==> config.mk <==
export PLATFORM = sky130hd
export DESIGN_NAME = starkDecodeTop
export DESIGN_NICKNAME = d
export VERILOG_FILES = /design/src/starkPkg.sv /design/src/starkDecodeTop.sv /design/src/starkDecodeRegs.sv /design/src/starkMacroExpander.sv /design/src/starkDecodeMacro.sv
export VERILOG_INCLUDE_DIRS = /design/src
export SDC_FILE = /design/constraint.sdc
export NUM_CORES = 1
export LEC_CHECK = 0
export ABC_AREA = 1
export BUFFER_PORTS_ARGS = -buffer_cell sky130_fd_sc_hd__buf_2
export CAP_MARGIN = 10
export CELL_PAD_IN_SITES_DETAIL_PLACEMENT = 0
export CELL_PAD_IN_SITES_GLOBAL_PLACEMENT = 1
export CORE_MARGIN = 10
export CORE_UTILIZATION = 47
export CTS_BUF_LIST = sky130_fd_sc_hd__clkbuf_4 sky130_fd_sc_hd__clkbuf_8
export CTS_CLUSTER_DIAMETER = 80
export DETAILED_ROUTE_END_ITERATION = 8
export GPL_ROUTABILITY_DRIVEN = 0
export PLACE_DENSITY_LB_ADDON = 0.25
export SLEW_MARGIN = 20
export SYNTH_ARGS = -nofsm -noshare
export SYNTH_HDL_FRONTEND = slang
export SYNTH_SLANG_ARGS = --single-unit
==> constraint.sdc <==
create_clock -name clk -period 7.4 [get_ports clk]
set_clock_uncertainty 0.05 [all_clocks]
set_input_delay 1.11 -clock clk [delete_from_list [all_inputs] [get_ports clk]]
set_output_delay 1.11 -clock clk [all_outputs]
set_load 0.02 [all_outputs]
==> src/starkMacros.svh <==
// Stark decode front end widths, stack slot size and APB register offsets
`ifndef STARK_MACROS_SVH
`define STARK_MACROS_SVH

// Instruction word width
`define STARK_INSTR_W 32

// Register index width gives a file of 32 registers
`define STARK_REG_W 5

// PUSH and POP carry one mask bit per register in the run
`define STARK_MASK_W 8

// Every register takes one slot of this many bytes on the stack
`define STARK_SLOT_BYTES 8

// Micro-op offsets are signed byte distances from the stack pointer
`define STARK_OFS_W 16

// Event counters wrap at this width
`define STARK_CNT_W 32

// APB register map in bytes
`define STARK_ADDR_CTRL 8'h00
`define STARK_ADDR_INSTCNT 8'h04
`define STARK_ADDR_UOPCNT 8'h08
`define STARK_ADDR_MACROCNT 8'h0C

`endif
==> src/starkPkg.sv <==
// Stark decode types for opcodes, instruction formats, micro-ops and the APB port
`include "starkMacros.svh"

package starkPkg;

	// ============================================================
	// Opcodes
	// ============================================================

	// Seven bit major opcode in the low bits of every instruction
	// PUSH and POP sit in the custom opcode space of the encoding
	typedef enum logic [6:0]
	{
		OP_LOAD   = 7'h03,
		OP_PUSH   = 7'h0B,
		OP_ALUI   = 7'h13,
		OP_STORE  = 7'h23,
		OP_POP    = 7'h2B,
		OP_ALU    = 7'h33,
		OP_LUI    = 7'h37,
		OP_BRANCH = 7'h63,
		OP_JAL    = 7'h6F
	} opcode_t;

	// ============================================================
	// Instruction formats
	// ============================================================

	// General format used by every non-stack instruction
	// Opcode in bits 6:0, rd in 11:7, rs1 in 16:12 and the immediate above
	typedef struct packed
	{
		logic [14:0]               imm;
		logic [`STARK_REG_W-1:0]   rs1;
		logic [`STARK_REG_W-1:0]   rd;
		opcode_t                   opcode;
	} instAny_t;

	// Stack format shared by PUSH and POP
	// regMask in bits 14:7 selects registers counted up from regBase in 19:15
	typedef struct packed
	{
		logic [11:0]               spare;
		logic [`STARK_REG_W-1:0]   regBase;
		logic [`STARK_MASK_W-1:0]  regMask;
		opcode_t                   opcode;
	} instStack_t;

	// The same word read through either format
	// The opcode lands in bits 6:0 in both views
	typedef union packed
	{
		instAny_t   any;
		instStack_t stack;
	} instruction_t;

	// ============================================================
	// Micro-ops
	// ============================================================

	// Kinds of micro-op leaving the decoder
	typedef enum logic [2:0]
	{
		UOP_PASS    = 3'd0,
		UOP_STORE   = 3'd1,
		UOP_LOAD    = 3'd2,
		UOP_ADDSP   = 3'd3,
		UOP_ILLEGAL = 3'd4
	} uopKind_t;

	// One micro-op with its register, stack offset and the instruction it came from
	typedef struct packed
	{
		uopKind_t                        kind;
		logic [`STARK_REG_W-1:0]         regNum;
		logic signed [`STARK_OFS_W-1:0]  offset;
		instruction_t                    inst;
	} microOp_t;

	// ============================================================
	// APB
	// ============================================================

	// Requester side of the register port
	typedef struct packed
	{
		logic                     psel;
		logic                     penable;
		logic                     pwrite;
		logic [7:0]               paddr;
		logic [`STARK_CNT_W-1:0]  pwdata;
	} apbReq_t;

	// Completer side of the register port
	typedef struct packed
	{
		logic [`STARK_CNT_W-1:0]  prdata;
		logic                     pready;
		logic                     pslverr;
	} apbRsp_t;

endpackage

==> src/starkDecodeTop.sv <==
// Stark decode front end top level joining macro detection, expansion and registers
`timescale 1ns/10ps

module starkDecodeTop
(
	input  logic                   clk,
	input  logic                   rstN,
	input  logic                   instValid,
	input  starkPkg::instruction_t inst,
	output logic                   instReady,
	output logic                   uopValid,
	output starkPkg::microOp_t     uop,
	input  logic                   uopReady,
	input  starkPkg::apbReq_t      apbReq,
	output starkPkg::apbRsp_t      apbRsp
);

// Detector to expander
logic macroFlag;
// Register block to expander
logic macroEnable;
// Expander event pulses to the counters
logic instTaken;
logic uopTaken;
logic macroTaken;

// Classifies the word at the input port
starkDecodeMacro macroDet
(
	.inst        (inst),
	.macro       (macroFlag)
);

// Owns both handshakes and the output register
starkMacroExpander expander
(
	.clk         (clk),
	.rstN        (rstN),
	.instValid   (instValid),
	.inst        (inst),
	.macro       (macroFlag),
	.macroEnable (macroEnable),
	.instReady   (instReady),
	.uopValid    (uopValid),
	.uop         (uop),
	.uopReady    (uopReady),
	.instTaken   (instTaken),
	.uopTaken    (uopTaken),
	.macroTaken  (macroTaken)
);

// Control and statistics on the APB port
starkDecodeRegs regs
(
	.clk         (clk),
	.rstN        (rstN),
	.apbReq      (apbReq),
	.apbRsp      (apbRsp),
	.instTaken   (instTaken),
	.uopTaken    (uopTaken),
	.macroTaken  (macroTaken),
	.macroEnable (macroEnable)
);

endmodule

==> src/starkDecodeRegs.sv <==
// Stark decode APB register block with the macro enable bit and three event counters
`timescale 1ns/10ps
`include "starkMacros.svh"

module starkDecodeRegs
(
	input  logic              clk,
	input  logic              rstN,
	input  starkPkg::apbReq_t apbReq,
	output starkPkg::apbRsp_t apbRsp,
	input  logic              instTaken,
	input  logic              uopTaken,
	input  logic              macroTaken,
	output logic              macroEnable
);

localparam int CntW = `STARK_CNT_W;
localparam int NumCnt = 3;
// Slot of each event in the counter array
localparam int CntInst = 0;
localparam int CntUop = 1;
localparam int CntMacro = 2;

logic access;
logic wrCtrl;
logic ctrlEnable;
logic mapped;
logic [CntW-1:0] rdData;
logic [NumCnt-1:0] evtPulse;
logic [CntW-1:0] evtCnt [NumCnt];

// ============================================================
// Access decode
// ============================================================

// Zero wait states so the access phase is the only cycle that matters
assign access = apbReq.psel && apbReq.penable;
assign wrCtrl = access && apbReq.pwrite && (apbReq.paddr == `STARK_ADDR_CTRL);

// Pulses packed in counter order
assign evtPulse = {macroTaken, uopTaken, instTaken};

// ============================================================
// Control register
// ============================================================

// Expansion comes up enabled
// Only bit 0 is stored and the rest read back as zero
always_ff @(posedge clk)
begin
	if (!rstN)
		ctrlEnable <= 1'b1;
	else if (wrCtrl)
		ctrlEnable <= apbReq.pwdata[0];
end

assign macroEnable = ctrlEnable;

// ============================================================
// Event counters
// ============================================================

// Free running and wrapping, writes from the bus never reach them
always_ff @(posedge clk)
begin
	for (int e = 0; e < NumCnt; e++)
	begin
		if (!rstN)
			evtCnt[e] <= '0;
		else if (evtPulse[e])
			evtCnt[e] <= evtCnt[e] + 1'b1;
	end
end

// ============================================================
// Read path
// ============================================================

// Reads see register contents from the previous edge
always_comb
begin
	rdData = '0;
	mapped = 1'b1;
	case (apbReq.paddr)
		`STARK_ADDR_CTRL:
			rdData = CntW'(ctrlEnable);
		`STARK_ADDR_INSTCNT:
			rdData = evtCnt[CntInst];
		`STARK_ADDR_UOPCNT:
			rdData = evtCnt[CntUop];
		`STARK_ADDR_MACROCNT:
			rdData = evtCnt[CntMacro];
		default:
			mapped = 1'b0;
	endcase
end

// Unmapped addresses read as zero and flag an error in the access phase
always_comb
begin
	apbRsp.prdata = rdData;
	apbRsp.pready = 1'b1;
	apbRsp.pslverr = access && !mapped;
end

endmodule

==> src/starkMacroExpander.sv <==
// Stark macro expander that sequences PUSH and POP into store, load and stack micro-ops
`timescale 1ns/10ps
`include "starkMacros.svh"

module starkMacroExpander
(
	input  logic                   clk,
	input  logic                   rstN,
	input  logic                   instValid,
	input  starkPkg::instruction_t inst,
	input  logic                   macro,
	input  logic                   macroEnable,
	output logic                   instReady,
	output logic                   uopValid,
	output starkPkg::microOp_t     uop,
	input  logic                   uopReady,
	output logic                   instTaken,
	output logic                   uopTaken,
	output logic                   macroTaken
);

localparam int RegW = `STARK_REG_W;
localparam int MaskW = `STARK_MASK_W;
localparam int OfsW = `STARK_OFS_W;
localparam int IdxW = $clog2(`STARK_MASK_W);
// One extra bit so the slot index can reach the full mask count
localparam int SlotW = IdxW + 1;

// Expansion state kept between micro-ops
logic busy;
logic [MaskW-1:0] remMask;
logic [SlotW-1:0] slotK;
starkPkg::instruction_t savedInst;

// Generator inputs and results
logic [MaskW-1:0] genMask;
logic [SlotW-1:0] genK;
starkPkg::instruction_t genInst;
logic genPush;
logic [IdxW-1:0] genIdx;
logic [OfsW-1:0] kOfs;
logic [OfsW-1:0] kNextOfs;
starkPkg::microOp_t genUop;
starkPkg::microOp_t firstUop;
logic step;

// Index of the lowest set bit, zero for an empty mask
function automatic logic [IdxW-1:0] lowestBit(input logic [MaskW-1:0] m);
	logic [IdxW-1:0] idx;
	idx = '0;
	for (int b = MaskW - 1; b >= 0; b--)
		if (m[b])
			idx = IdxW'(b);
	return idx;
endfunction

// ============================================================
// Handshakes and event pulses
// ============================================================

// New words only enter when no expansion is pending and the output register frees up
assign instReady = !busy && (!uopValid || uopReady);
assign instTaken = instValid && instReady;
assign uopTaken = uopValid && uopReady;
// Disabled macros still count as macros seen
assign macroTaken = instTaken && macro;

// The generator advances on acceptance of an enabled macro
// and afterwards on every transfer until the stack adjustment goes out
assign step = busy ? uopTaken : (instTaken && macro && macroEnable);

// ============================================================
// Micro-op generator
// ============================================================

always_comb
begin
	// While busy work from the latched copy, otherwise from the arriving word
	genMask = busy ? remMask : inst.stack.regMask;
	genK = busy ? slotK : '0;
	genInst = busy ? savedInst : inst;
	genPush = (genInst.any.opcode == starkPkg::OP_PUSH);
	genIdx = lowestBit(genMask);
	// Byte distance of slot k and of slot k+1
	kOfs = OfsW'(genK) * OfsW'(`STARK_SLOT_BYTES);
	kNextOfs = kOfs + OfsW'(`STARK_SLOT_BYTES);
	genUop.inst = genInst;
	if (genMask != '0)
	begin
		// PUSH stores below the stack pointer, POP loads from it upward
		genUop.kind = genPush ? starkPkg::UOP_STORE : starkPkg::UOP_LOAD;
		genUop.regNum = genInst.stack.regBase + RegW'(genIdx);
		genUop.offset = $signed(genPush ? -kNextOfs : kOfs);
	end
	else
	begin
		// Mask used up so k now equals the number of registers moved
		genUop.kind = starkPkg::UOP_ADDSP;
		genUop.regNum = '0;
		genUop.offset = $signed(genPush ? -kOfs : kOfs);
	end
end

// First micro-op of a freshly accepted word
always_comb
begin
	if (!macro)
	begin
		firstUop.kind = starkPkg::UOP_PASS;
		firstUop.regNum = inst.any.rd;
		firstUop.offset = '0;
		firstUop.inst = inst;
	end
	else if (!macroEnable)
	begin
		// Stack instructions trap when expansion is switched off
		firstUop.kind = starkPkg::UOP_ILLEGAL;
		firstUop.regNum = '0;
		firstUop.offset = '0;
		firstUop.inst = inst;
	end
	else
		firstUop = genUop;
end

// ============================================================
// State and output register
// ============================================================

always_ff @(posedge clk)
begin
	if (!rstN)
	begin
		uopValid <= 1'b0;
		busy <= 1'b0;
		remMask <= '0;
		slotK <= '0;
	end
	else
	begin
		if (instTaken)
			uopValid <= 1'b1;
		else if (uopTaken)
			uopValid <= busy;
		if (step)
		begin
			// Stay busy while a store or load goes out since the adjustment follows it
			busy <= (genMask != '0);
			remMask <= genMask & (genMask - MaskW'(1));
			slotK <= genK + SlotW'(1);
		end
	end
end

// Payload holds while stalled and reloads only on acceptance or advance
always_ff @(posedge clk)
begin
	if (instTaken)
	begin
		uop <= firstUop;
		savedInst <= inst;
	end
	else if (busy && uopTaken)
		uop <= genUop;
end

endmodule

==> src/starkDecodeMacro.sv <==
// Stark macro detector that flags PUSH and POP instruction words
`timescale 1ns/10ps

module starkDecodeMacro
(
	input  starkPkg::instruction_t inst,
	output logic                   macro
);

// Decides which opcodes get expanded into several micro-ops
// Only the stack instructions are macros in this core
function automatic logic fnIsMacro(input starkPkg::instruction_t ir);
	logic isMacro;
	case (ir.any.opcode)
		starkPkg::OP_PUSH,
		starkPkg::OP_POP:
			isMacro = 1'b1;
		default:
			isMacro = 1'b0;
	endcase
	return isMacro;
endfunction

// The opcode sits at the same place in every format
// so the general view is enough to classify the word
always_comb
begin
	macro = fnIsMacro(inst);
end

endmodule

==> impl_metrics.ini, run 1 <==
[run_status]
status = complete, no violations

[floorplan]
core_area_um2 = 22600
initial_core_util_pct = 47.9
die_h_um = 172
die_area_um2 = 29500
dieWidth_um = 172
io_pins = 171
rows = 55

[timing]
fin_crit_sh_pct = 61.1
slew-limit-headroom_pct = 35.6
max_freq_ghz = 0.221
tns_ns = 0
setup_ws_ns = 2.88
tightest_slew_ns = 0.962
finalMaxSlewViolations = 0
fin_hold_ws_ns = 0.435
hold_viol_final = 0
grt_setup_unrepaired = no
final.min_clock_period_ns = 4.52
finalSetupViolations = 0

[setup_path]
cp_slowest_stage_delay_ns = 0.76
cp.required_ns = 6.24
worst-setup-path-type = primary input to output port
path_buf_inv = 3
cpMostUsedCell = buf_2
crit_path_start_kind = primary input
worstPathArrival_ns = 3.36
cp-end-kind = output port
worst_path_max_delay_cell = inv_1
crit_fanout = 20
crit_family = buffers and inverters
cp_cell_sequence = buf_2, or2_1, nor2_1, nand3_1, inv_1, nand2_1, o221ai_1, buf_2

[global_routing]
busiest_layer = met2
grtUsageTotal_pct = 21.0
use_met2_pct = 34.9
grt_pass1_wl_um = 48600
antenna_found_initial = 4
use_met1_pct = 26.3
grt_overflow = 0
grt_pass1_vias = 9167
grt_max_degree = 58
met3_usage_pct = 6.13

[drt]
drt_iter0_drc = 910
drtAntennaViolNets = 0
vias_per_cell = 5.32
first_pass_iters = 5
vias = 9397
drc = 0
postRouteWirelength_um = 30600
routedWlPerCell_um = 17.3

[clock_network]
cts_hold_buf = 0
cts_resized = 0
tritoncts = built
cts_buffer_depth = 2
htree_levels = 4
root_buffer = clkbuf_8
clk_pin_slew_ns = 0.11
cts_buffers = 17
post_cts_buffers = 0
cts_sinks = 191
clock_latency_ns = 0.49

[yosys]
synth.distinct_cells = 42
synth_seq_cells = 191
yosysTopAreaCellShare_pct = 49.0
ys_warn_count = 0
syn_area_um2 = 10800
yosysTopAreaCell = edfxtp_1
syn_area_per_cell_um2 = 8.09
postSynthCellCount = 1340
ys_seq_area_share_pct = 51.6
yosys-top-cells-area = edfxtp_1, nand2_1, inv_1

[placed_design]
post-place-ws_ns = 2.88
port_buffers = 135
dp_hpwl_um = 22700

[layout]
layout_commonest_cell = nand2_1
finalNetCount = 1556
final_cell_mix = nand2_1, inv_1, edfxtp_1
syn_to_final_growth_pct = 12.3
layout-drive-gt1-share_pct = 14.1
nFillCells = 2200

[job]
maxCapViolations = 0

[power_and_ir_drop]
p_leak_nw = 5.04
power_density_nw_per_um2 = 183
peakVddDrop_mv = 0.105

[hold_path]
hp-class = flop to flop
power by group:
part	total [mW]	leakage, nW	internal (mW)	switching, mW
registers	1.29	1.92	1.24	0.0425
clock network	0.734	0.214	0.267	0.467
logic	0.202	2.91	0.0556	0.146
worst paths after layout:
check                 startpoint             endpoint  slack (ns)  depth (start not counted)
max                   apbReq[33]           apbRsp[14]        2.88                          8
min          expander.remMask[1]  expander.remMask[1]        0.44                          2
min reg2reg  expander.remMask[1]  expander.remMask[1]        0.44                          2
max reg2reg        expander.busy     expander.uop[52]        3.88                         16
area by class of cell:
| cell class | instances | area, um^2 | share of cell area, % |
|---|---|---|---|
| diodes | 2 | 5.00 | 0.0411 |
| clock buffers | 17 | 234 | 1.92 |
| clock inverters | 15 | 199 | 1.63 |
| inverters | 188 | 706 | 5.80 |
| multi-input cells | 926 | 4350 | 35.7 |
| flip-flops and latches | 191 | 5600 | 46.0 |
| well taps | 285 | 357 | 2.93 |
| repair buffers | 142 | 728 | 5.98 |
Yosys cell counts, drive strengths merged:
| cell | n |
|---|---|
| fa | 1 |
| xor2 | 8 |
| o21bai | 1 |
| and3 | 1 |
| ha | 10 |
| buf | 19 |
| a21oi | 82 |
| nor2 | 156 |
| nand3b | 9 |
| o211ai | 3 |
| nor3 | 50 |
| inv | 187 |
| conb | 2 |
| o22ai | 3 |
| nand4 | 17 |
| a31oi | 2 |
| nand2 | 405 |
| a21boi | 1 |
| or3 | 1 |
| or2 | 3 |
| edfxtp | 177 |
| o221ai | 28 |
| nand3 | 73 |
| nor3b | 2 |
| nor4 | 3 |
| o21ai | 55 |
| dfxtp | 14 |
| o21a | 6 |
| clkinv | 1 |
| xnor2 | 2 |
| clkbuf | 18 |
through the flow:
step / instance area (um^2) / std cells / utilization, % / power, mW
after floorplan: 10900 / 1342 / - / 1.43
after global placement: 11700 / 1732 / 51.8 / 1.51
after detailed placement: 11700 / 1732 / 51.8 / 1.52
after CTS: 12200 / 1764 / 53.8 / 2.25
after global routing: 12200 / 1764 / 53.8 / 2.31
final: 12200 / 1766 / 53.8 / 2.22
metal layers:
layer,up-vias,part of all wire [%],wire length [um]
met5,-,0.082,25
met4,4,1.6,502
met3,36,8.6,2630
met2,301,47,14400
met1,4353,43,13000
li1,4703,-,-
cell families (layout without fill, tap and decap cells):
group                    Yosys count  in the layout  synth area share (%)
AO/OA/AOI/OAI                    181            181                  9.67
XOR/XNOR                          10             10                 0.808
AND/OR/NAND/NOR                  720            720                  28.1
other                              2              6                0.0693
flip-flops                       191            191                  51.6
buffers and inverters            225            362                  8.43
adder cells (fa/ha/maj)           11             11                  1.34
worst register-to-register path, stage by stage, from the launching register on:
cell and delay [ns]:
dfxtp_2 0.32, buf_4 0.49, inv_2 0.47, nand2_1 0.15
nand2_1 0.08, inv_1 0.07, a21oi_1 0.04, o21ai_0 0.15
nand2_1 0.08, a21boi_0 0.20, ha_1 0.21, inv_1 0.06
fa_1 0.39, o21ai_0 0.20, nand2_1 0.09, xor2_1 0.14
o21ai_0 0.18
state kept, by name, summed over array words and instances (netlist names):
signal / count
expander.savedInst: 32
regs.macroEnable: 1
expander.busy: 1
regs.evtCnt: 96
expander.uop: 49
expander.slotK: 4
expander.remMask: 7
expander.uopValid: 1
Power figures use the tool's default switching activity.
==> run 2: changes to the inputs <==
--- a/config.mk
+++ b/config.mk
@@ -12,7 +12,7 @@
 export CELL_PAD_IN_SITES_DETAIL_PLACEMENT = 0
 export CELL_PAD_IN_SITES_GLOBAL_PLACEMENT = 1
 export CORE_MARGIN = 10
-export CORE_UTILIZATION = 47
+export CORE_UTILIZATION = 44
 export CTS_BUF_LIST = sky130_fd_sc_hd__clkbuf_4 sky130_fd_sc_hd__clkbuf_8
 export CTS_CLUSTER_DIAMETER = 80
 export DETAILED_ROUTE_END_ITERATION = 8
==> constraint.sdc (replaced) <==
create_clock -name clk -period 4.3 [get_ports clk]
set_clock_uncertainty 0.05 [all_clocks]
set_input_delay 0.645 -clock clk [delete_from_list [all_inputs] [get_ports clk]]
set_output_delay 0.645 -clock clk [all_outputs]
set_load 0.02 [all_outputs]
==> impl_metrics.ini, run 2 (synthesis gave the netlist of run 1 again) <==
[run_status]
status = complete, no violations

[drt]
drtAntennaViolNets = 0
routedWlPerCell_um = 17.1
vias_per_cell = 5.16
drt_iter0_drc = 838
drc = 0
postRouteWirelength_um = 31000
first_pass_iters = 7
vias = 9334

[power_and_ir_drop]
power_frac_comb_pct = 9.0
p_clk_share_pct = 33.7
peakVddDrop_mv = 0.187
power_density_nw_per_um2 = 315
intPower_mw = 2.71
p_sw_mw = 1.16
p_leak_nw = 5.08
p_sw_share_pct = 29.9
p_seq_share_pct = 57.3

[setup_path]
crit_fanout = 20
worstPathArrival_ns = 2.59
worst-setup-path-type = primary input to output port
cp.required_ns = 3.61
crit_path_start_kind = primary input
cp-end-kind = output port

[placed_design]
post-place-ws_ns = 1.02
dp_hpwl_um = 23000
port_buffers = 135
post_dp_cell_area_um2 = 11800

[clock_network]
cts_buffers = 17
tritoncts = built
clk_pin_slew_ns = 0.13
cts_hold_buf = 0
post_cts_buffers = 0
cts_sinks = 191
clock_latency_ns = 0.48
cts_buffer_depth = 2
cts_resized = 0
root_buffer = clkbuf_8
htree_levels = 4

[global_routing]
grtUsageTotal_pct = 19.8
grt_pass1_vias = 9123
grt_pass1_wl_um = 49200
grt_max_degree = 37
antenna_found_initial = 1
grt_overflow = 0

[floorplan]
die_area_um2 = 31300
core_area_um2 = 24300
initial_core_util_pct = 44.6
rows = 57
dieWidth_um = 177
die_h_um = 177
io_pins = 171

[layout]
layout-drive-gt1-share_pct = 14.5
largest_register_ffs = 96
finalNetCount = 1562
top_regs = regs.evtCnt x96, expander.uop x49, expander.savedInst x32
nFillCells = 2401
syn_to_final_growth_pct = 13.2
layout_commonest_cell = nand2_1
final_cell_area_um2 = 12300
regMostFlops = regs.evtCnt
final_cell_mix = nand2_1, inv_1, edfxtp_1

[timing]
finalMaxSlewViolations = 0
tightest_slew_ns = 1.01
setup_ws_ns = 1.01
fin_crit_sh_pct = 76.5
final.min_clock_period_ns = 3.29
grt_setup_unrepaired = no
tns_ns = 0
slew-limit-headroom_pct = 31.9
finalSetupViolations = 0
hold_viol_final = 0
max_freq_ghz = 0.304

[hold_path]
hp-class = primary input to flop

[job]
maxCapViolations = 0
## run 2: final cells by class
cell class | count | area (um^2) | share of cell area (%)
diodes | 1 | 2.50 | 0.0204
repair buffers | 148 | 773 | 6.30
flip-flops and latches | 191 | 5600 | 45.6
multi-input cells | 926 | 4350 | 35.4
well taps | 324 | 405 | 3.30
inverters | 188 | 706 | 5.75
clock inverters | 15 | 211 | 1.72
clock buffers | 17 | 234 | 1.91
## run 2: power groups by stage
stage / combinational, mW / clock [mW] / sequential [mW]
floorplan: 0.187 / 0 / 2.27
global placement: 0.347 / 0 / 2.26
detailed placement: 0.351 / 0 / 2.26
CTS: 0.353 / 1.33 / 2.22
global route: 0.390 / 1.40 / 2.23
finish: 0.348 / 1.30 / 2.22
## run 2: stage by stage
| stage | hold slack, ns | cells | total power [mW] | utilization [%] |
|---|---|---|---|---|
| global placement | 0.402 | 1777 | 2.60 | 48.6 |
| global route | 0.241 | 1809 | 4.02 | 50.5 |
| floorplan | 0.391 | 1342 | 2.46 | - |
| detailed placement | 0.416 | 1777 | 2.61 | 48.6 |
| CTS | 0.252 | 1809 | 3.90 | 50.5 |
| finish | 0.286 | 1810 | 3.87 | 50.5 |
## run 2: critical path: stages
cell      delay [ns]
buf_2           0.09
or2_1           0.30
nor2_1          0.14
nand3_1         0.09
buf_4           0.21
inv_1           0.58
nand2_1         0.11
o221ai_1        0.16
buf_2           0.25
## run 2: worst paths after layout
| path | from | endpoint | slack (ns) | depth (start not counted) |
|---|---|---|---|---|
| min | inst[22] | expander.savedInst[22] | 0.29 | 1 |
| min reg2reg | expander.remMask[1] | expander.remMask[1] | 0.44 | 2 |
| max | apbReq[33] | apbRsp[15] | 1.01 | 9 |
| max reg2reg | expander.busy | expander.uop[52] | 1.19 | 15 |
## run 2: per-layer routing
layer	vias to the layer above	GRT usage [%]	wire length [um]
met3	24	4.91	2240
li1	4701	-	-
met2	298	32.5	14500
met4	0	4.38	409
met5	-	0	0
met1	4311	26.0	13900
==> run 3: changes to the inputs <==
==> constraint.sdc (replaced) <==
create_clock -name clk -period 3.3 [get_ports clk]
set_clock_uncertainty 0.05 [all_clocks]
set_input_delay 0.495 -clock clk [delete_from_list [all_inputs] [get_ports clk]]
set_output_delay 0.495 -clock clk [all_outputs]
set_load 0.02 [all_outputs]
==> impl_metrics.ini, run 3 (synthesis gave the netlist of run 1 again) <==
[power_and_ir_drop]
peakVddDrop_mv = 0.256
p_leak_nw = 5.11
power_density_nw_per_um2 = 408

[timing]
finalMaxSlewViolations = 0
fin_crit_sh_pct = 87.4
setup_ws_ns = 0.415
tightest_slew_ns = 0.798
slew-limit-headroom_pct = 46.8
grt_setup_unrepaired = no
max_freq_ghz = 0.347
hold_viol_final = 0
tns_ns = 0
finalSetupViolations = 0
final.min_clock_period_ns = 2.89

[global_routing]
antenna_found_initial = 2
grtUsageTotal_pct = 19.7
use_met2_pct = 31.9
grt_pass1_wl_um = 48900
grt_overflow = 0
grt_max_degree = 51
busiest_layer = met2
grt_pass1_vias = 9202
use_met1_pct = 25.9
met3_usage_pct = 4.67

[drt]
vias = 9383
drc = 0
first_pass_iters = 6
drt_iter0_drc = 835
drtAntennaViolNets = 0
postRouteWirelength_um = 30700
vias_per_cell = 5.17
routedWlPerCell_um = 16.9

[setup_path]
crit_fanout = 22
cp-end-kind = flop
crit_path_start_kind = flop
worst-setup-path-type = flop to flop
worstPathArrival_ns = 3.08
cp.required_ns = 3.50

[placed_design]
post_dp_cell_area_um2 = 11900
post-place-ws_ns = 0.400
dp_hpwl_um = 23200
port_buffers = 135

[floorplan]
dieWidth_um = 177
initial_core_util_pct = 44.6
die_h_um = 177
core_area_um2 = 24300
die_area_um2 = 31300
io_pins = 171
rows = 57

[clock_network]
root_buffer = clkbuf_8
htree_levels = 4
cts_resized = 0
clk_pin_slew_ns = 0.13
cts_buffers = 17
cts_buffer_depth = 2
tritoncts = built
clock_latency_ns = 0.50
cts_sinks = 191
post_cts_buffers = 0
cts_hold_buf = 0

[layout]
final_cell_area_um2 = 12300
syn_to_final_growth_pct = 13.6
top_regs = regs.evtCnt x96, expander.uop x49, expander.savedInst x32
layout_commonest_cell = nand2_1
final_cell_mix = nand2_1, inv_1, edfxtp_1
layout-drive-gt1-share_pct = 14.8
finalNetCount = 1568
fin_util_pct = 50.7
nFillCells = 2410
regMostFlops = regs.evtCnt
largest_register_ffs = 96

[job]
maxCapViolations = 0

[run_status]
status = complete, no violations

[hold_path]
hp-class = primary input to flop
[run 3: changes by cell type in the layout (fill, tap and decap cells not counted), sizes merged]
cell / previous run / this run
buf: 148 / 154
inv: 196 / 195
bufinv: 0 / 1
[run 3: area by class of cell]
cell class / instances / area, um^2 / area share, %
Tap cell: 324 / 405 / 3.29
Inverter: 188 / 706 / 5.73
Multi-Input combinational cell: 926 / 4350 / 35.3
Clock inverter: 15 / 208 / 1.69
Clock buffer: 17 / 234 / 1.90
Antenna cell: 1 / 2.50 / 0.0203
Sequential cell: 191 / 5600 / 45.4
Timing Repair Buffer: 154 / 818 / 6.64
[run 3: per-layer routing]
metal	wire length (um)	up-vias
li1	-	4734
met1	13600	4343
met2	14500	274
met3	2060	30
met4	469	2
met5	13	-
[run 3: power by group]
part / total (mW) / internal [mW] / switching [mW]
Combinational: 0.453 / 0.128 / 0.326
Clock: 1.69 / 0.666 / 1.03
Sequential: 2.88 / 2.79 / 0.0927
[run 3: per-stage QoR]
stage / hold slack, ns / total power, mW / instances
after floorplan: 0.391 / 3.21 / 1342
after global placement: 0.402 / 3.39 / 1783
after detailed placement: 0.414 / 3.40 / 1783
after CTS: 0.110 / 5.08 / 1815
after global routing: 0.0960 / 5.24 / 1815
final: 0.127 / 5.03 / 1816
[run 3: path summary, 6_finish.rpt]
check | start | endpoint | slack, ns | cells past startpoint
hold reg to reg | expander.remMask[1] | expander.remMask[1] | 0.43 | 2
hold / removal | inst[25] | expander.savedInst[25] | 0.13 | 1
setup / recovery | expander.busy | expander.uop[52] | 0.41 | 13
setup reg to reg | expander.busy | expander.uop[52] | 0.41 | 13
[run 3: critical path: stages, from the launching register on]
cell      delay, ns
dfxtp_2        0.49
buf_4          0.24
buf_4          0.30
nand2_1        0.11
nand2_1        0.08
inv_1          0.04
a21boi_0       0.19
ha_1           0.20
inv_1          0.05
fa_1           0.40
o21ai_0        0.20
nand2_1        0.10
xor2_1         0.13
o21ai_0        0.09
